File: config.mk
export PLATFORM = sky130hd
export DESIGN_NAME = reg_file
export DESIGN_NICKNAME = d
export VERILOG_FILES = /design/src/logic/isa_pkg.sv /design/src/logic/reg_file.sv
export VERILOG_INCLUDE_DIRS = /design/src /design/src/include
export SDC_FILE = /design/constraint.sdc
export NUM_CORES = 1
export LEC_CHECK = 0
export BUFFER_PORTS_ARGS = -buffer_cell sky130_fd_sc_hd__buf_2
export CORE_MARGIN = 2
export CORE_UTILIZATION = 65
export DETAILED_ROUTE_END_ITERATION = 16
export PLACE_DENSITY = 0.83
export SYNTH_ARGS = -nofsm -noshare
export SYNTH_HDL_FRONTEND = slang
export SYNTH_SLANG_ARGS = --single-unit
File: constraint.sdc
create_clock -name clk_i -period 53.8 [get_ports clk_i]
set_input_delay 16.14 -clock clk_i [delete_from_list [all_inputs] [get_ports clk_i]]
set_output_delay 16.14 -clock clk_i [all_outputs]
set_load 0.01 [all_outputs]
File: src/include/exec_cfg.svh
`ifndef EXEC_CFG_SVH
`define EXEC_CFG_SVH

// architectural register count
`define EXEC_NUM_REGS 16

// stall counter load value for T_INT / T_INTU
`define EXEC_INT_DELAY 4

`endif
File: src/logic/isa_pkg.sv
`default_nettype none

package isa_pkg;

  localparam int WORD_W    = 32;
  localparam int INSN_W    = 64;
  localparam int REG_IDX_W = 4;
  localparam int TYPE_W    = 4;
  localparam int OP_W      = 4;
  localparam int IMM_W     = 15;

  // bit positions inside the instruction word
  localparam int EXT_LSB  = 32;
  localparam int TYPE_LSB = 28;
  localparam int OP_LSB   = 24;
  localparam int RA_LSB   = 20;
  localparam int RB_LSB   = 16;
  localparam int RC_LSB   = 12;
  localparam int IMM_LSB  = 1;
  localparam int SIZE_BIT = 0;

  typedef logic [WORD_W-1:0]    word_t;
  typedef logic [INSN_W-1:0]    insn_t;
  typedef logic [REG_IDX_W-1:0] reg_idx_t;
  typedef logic [OP_W-1:0]      op_t;
  typedef logic [IMM_W-1:0]     imm_t;

  localparam op_t HALT_OP = 4'h4; // T_INH halt

  typedef enum logic [TYPE_W-1:0] {
    T_INH    = 4'd0,
    T_ALU    = 4'd1,
    T_CMP    = 4'd2,
    T_INT    = 4'd3,
    T_INTU   = 4'd4,
    T_LOAD   = 4'd5,
    T_STORE  = 4'd6,
    T_BRANCH = 4'd7,
    T_JUMP   = 4'd8,
    T_LDI    = 4'd9,
    T_MOV    = 4'd10
  } insn_type_t;

endpackage

`default_nettype wire

File: src/logic/reg_file.sv
`timescale 1ns/1ps
`default_nettype none

`include "exec_cfg.svh"

module reg_file (
  input  wire logic               clk_i,
  input  wire logic               rst_i,
  input  wire isa_pkg::reg_idx_t  rd_addr1_i,
  input  wire isa_pkg::reg_idx_t  rd_addr2_i,
  output isa_pkg::word_t          rd_data1_o,
  output isa_pkg::word_t          rd_data2_o,
  input  wire logic               wr_en_i,
  input  wire isa_pkg::reg_idx_t  wr_addr_i,
  input  wire isa_pkg::word_t     wr_data_i
);

  isa_pkg::word_t regs [`EXEC_NUM_REGS];

  logic hit1;
  logic hit2;

  always_ff @(posedge clk_i or posedge rst_i)
  begin
    if (rst_i)
    begin
      for (int i = 0; i < `EXEC_NUM_REGS; i++)
      begin
        regs[i] <= '0;
      end
    end
    else if (wr_en_i)
    begin
      regs[wr_addr_i] <= wr_data_i;
    end
  end

  // write-first: a read of the register being written sees the new value
  assign hit1 = wr_en_i && (wr_addr_i == rd_addr1_i);
  assign hit2 = wr_en_i && (wr_addr_i == rd_addr2_i);

  assign rd_data1_o = hit1 ? wr_data_i : regs[rd_addr1_i];
  assign rd_data2_o = hit2 ? wr_data_i : regs[rd_addr2_i];

endmodule

`default_nettype wire

==> out/summary.log <==
[run_status] run status finished, final reports clean
[place] Final GP Congestion 0.787
[critical_path] path depth of the worst reg2reg path 1
[place] instance count after placement with tap cells included 2,261
[final_layout] area added between synthesis and finish 10.5%
[synthesis] share of the synthesized netlist area taken by xor and xnor gates 0.00257
[power] power density over the cells 40.7 nW/um^2
[die] placeable core region 41,700 um^2
[global_routing] vias in the first global route 18,300
[die] overall die width 209 um
[die] Die Height 209 um
[global_routing] initial antenna violation count 1
[synthesis] synthesized instance count 1,757
[detailed_routing] drt total wl 71,700 um
[cts] clock latency on the worst-skew pair 0.61 ns
[place] pre-CTS WS 18.61 ns
[die] Total Die Area 43,700 um^2
[place] detailed placer's ending HPWL 40,000 um
[final_layout] Finished Layout Cells 2,359
[power] switching power total 331 uW
[synthesis] #FFs+latches synth 512
[synthesis] portion of the post-synthesis area used by sequential elements 0.469
[synthesis] area share of fa/ha/maj cells after synthesis 0
[final_layout] filler cell count in the final layout 2,584
[power] Seq pwr share 0.443
[global_routing] pin count of the biggest net entering global routing 187
[cts] Clock Tree Buf Depth 3
[sta] Tmin final 35.15 ns
[synthesis] dominant cell by count in the synthesized netlist mux2_2
[synthesis] Yosys warnings 0
[power] leakage 12.7 nW
[die] Core Rows 75
[synthesis] largest area contributor in the synthesized netlist dfrtp_1
[critical_path] library cell appearing most often on the critical path mux4_2
[synthesis] area share of the largest cell type after synthesis 0.469
[final_layout] Diodes inserted 0
[critical_path] Worst Setup Path Type input pin to output pin
[synthesis] Mapped Nets 1,804
[sta] actual slew at the worst max-slew pin 1.25 ns
[power] cell internal pwr 897 uW
[place] Port-buffer cells 110
[power] VDD IR-drop max 27.3 uV
[cts] Clk Tree Root Cell clkbuf_16
[power] switching share of power 0.270
[synthesis] Synth Area in Compound Gates 0.0341
[cts] register clock-pin slew on the reported worst setup and hold paths 0.06 ns
[synthesis] proportion of synthesized flip-flops having asynchronous set or reset 1.00
[final_layout] NumNets Final 1,825
[sta] setup repair after global routing missed its margin no
[critical_path] CP max-delay cell buf_4
[die] total I/O pin count 111
[synthesis] synth top area cells dfrtp_1 47%, mux2_2 23%, mux4_2 21%
[final_layout] largest registers ranked by flip-flop count regs x512
[synthesis] area fraction in and, or, nand and nor cells after synthesis 0.0159
[synthesis] multiplexer area fraction after synthesis 0.450
[synthesis] mean instance size in the synthesized netlist 15.5 um^2
[final_layout] Largest register FFs 512
[detailed_routing] ANT nets after route 0
[cts] number of buffers added to fix hold violations after cts 0
[cts] # Post-CTS Setup Buffers 0
[global_routing] residual overflow from global routing 0
[flow_run] max-capacitance violation count 0
[hold_path] worst hold path stage count 1
[global_routing] wire length of the first global-routing pass 111,000 um
[synthesis] Synth top cells by count 563 x mux2_2, 512 x dfrtp_1, 258 x mux4_2, 124 x a22oi_1, 114 x clkbuf_1
[cts] clock sink count 512
[power] combinational group share of total power 0.229
[critical_path] delay of the slowest cell on the worst path 0.84 ns
[critical_path] endpoint arrival time on the critical path 19.01 ns
[cts] CTS H-tree depth 2
[synthesis] count of unique library cells instantiated by Yosys 22
[sta] relative slew slack 0.168
[sta] Hold Slack 0.520 ns
[synthesis] synthesized area 27,300 um^2
[critical_path] Critical Path RT 37.66 ns
[synthesis] main combinational cell family by area after synthesis multiplexers
[sta] Max Clock Freq 28.5 MHz
[sta] final number of hold-violating endpoints 0
[power] clock network fraction of total power 0.328
[sta] final worst-path cycle share 0.653
[critical_path] largest driver fanout on the critical path 45
[sta] final-report setup violation count 0
[detailed_routing] WL/cell 30.4 um
[final_layout] layout cells sized above 1 0.596
[sta] final setup slack of the worst path 18.65 ns
[die] effective utilization at floorplan 0.655
[sta] TNS Setup 0 ns
[sta] number of pins exceeding their max-slew limit in the final report 0
[detailed_routing] violation count after the first detailed-routing iteration 1,605
[synthesis] top_reg_cell synth dfrtp_1
[detailed_routing] Via-to-Cell Ratio 7.31
[cts] number of CTS-inserted buffers 54
[critical_path] critical path startpoint category input pin
[cts] count of instances resized after the clock tree is built 0
[final_layout] register with the most flip-flops regs
[global_routing] GRT Total Usage 0.340
[critical_path] nature of the critical path endpoint output pin
[synthesis] number of flops mapped to enable cells by yosys 0
[detailed_routing] via count of the routed design 17,200
[sta] largest clock skew in the final design 0 ns
[cts] TritonCTS clock tree built
[detailed_routing] number of detailed-routing iterations run before antenna repair 5
[critical_path] cells along the critical path clkbuf_8 -> buf_4 -> mux4_2 -> mux4_2 -> mux2_2 -> buf_2
[hold_path] Tightest Hold Check Type register to register
[detailed_routing] number of DRC violations after detailed routing 0
-- through the flow --
stage | utilization | power [mW] | cell area (um^2)
detailed placement | 0.678 | 0.825 | 28200
global route | 0.724 | 1.28 | 30200
floorplan | - | 0.747 | 27300
global placement | 0.678 | 0.803 | 28200
CTS | 0.724 | 1.23 | 30200
finish | 0.724 | 1.23 | 30200
-- cells in the final DEF, fill, tap and decap left out, types with 3 or more instances in the layout --
cell and count:
a22oi_1 124, buf_2 106, buf_4 34, bufinv_16 9
clkbuf_1 6, clkbuf_16 55, clkbuf_8 14, clkinv_2 13
dfrtp_1 512, mux2_1 13, mux2_2 563, mux4_2 258
nand2_1 65, nor2_4 11, nor2b_4 5, or3_2 3
xor2_1 6
-- critical path: cells and delay by family --
| kind | cells | cell delay (ns) |
|---|---|---|
| buffers and inverters | 3 | 1.39 |
| multiplexers | 3 | 1.36 |
-- logic make-up (layout without fill, tap and decap cells) --
| kind of cell | count (synthesis) | after routing |
|---|---|---|
| mux | 834 | 834 |
| flops | 512 | 512 |
| buf+inv | 181 | 244 |
| compound gates | 124 | 124 |
| simple gates | 98 | 98 |
| xor+xnor | 8 | 8 |
-- power groups by stage --
| stage | registers (mW) | clock network, mW | logic, mW |
|---|---|---|---|
| after floorplan | 0.523 | 0 | 0.225 |
| after global placement | 0.533 | 0 | 0.270 |
| after detailed placement | 0.545 | 0 | 0.280 |
| after CTS | 0.540 | 0.407 | 0.282 |
| after global routing | 0.553 | 0.423 | 0.301 |
| final | 0.543 | 0.403 | 0.281 |
-- layer usage --
layer	global-route usage	part of all wire	routed length (um)
met5	0	0	0
met4	0.125	0.035	2490
met3	0.0643	0.079	5690
met2	0.539	0.49	35200
met1	0.478	0.40	28400
-- worst paths after layout --
check	start	end	slack [ns]
max reg2reg	regs[108]	regs[108]	52.96
max	rd_addr2_i[0]	rd_data2_o[18]	18.65
min reg2reg	regs[467]	regs[467]	0.52
min	regs[467]	regs[467]	0.52
min in group asynchronous	rst_i	regs[205]	15.67
max in group asynchronous	rst_i	regs[118]	36.54
-- cell type report --
type / instances / area, um^2 / area share
Sequential cell: 512 / 12800 / 0.425
Clock inverter: 25 / 359 / 0.0119
Multi-Input combinational cell: 1064 / 13900 / 0.460
Timing Repair Buffer: 145 / 856 / 0.0284
Inverter: 1 / 11.3 / 0.000373
Clock buffer: 73 / 1560 / 0.0519
Tap cell: 539 / 674 / 0.0224
Power figures use the tool's default switching activity.
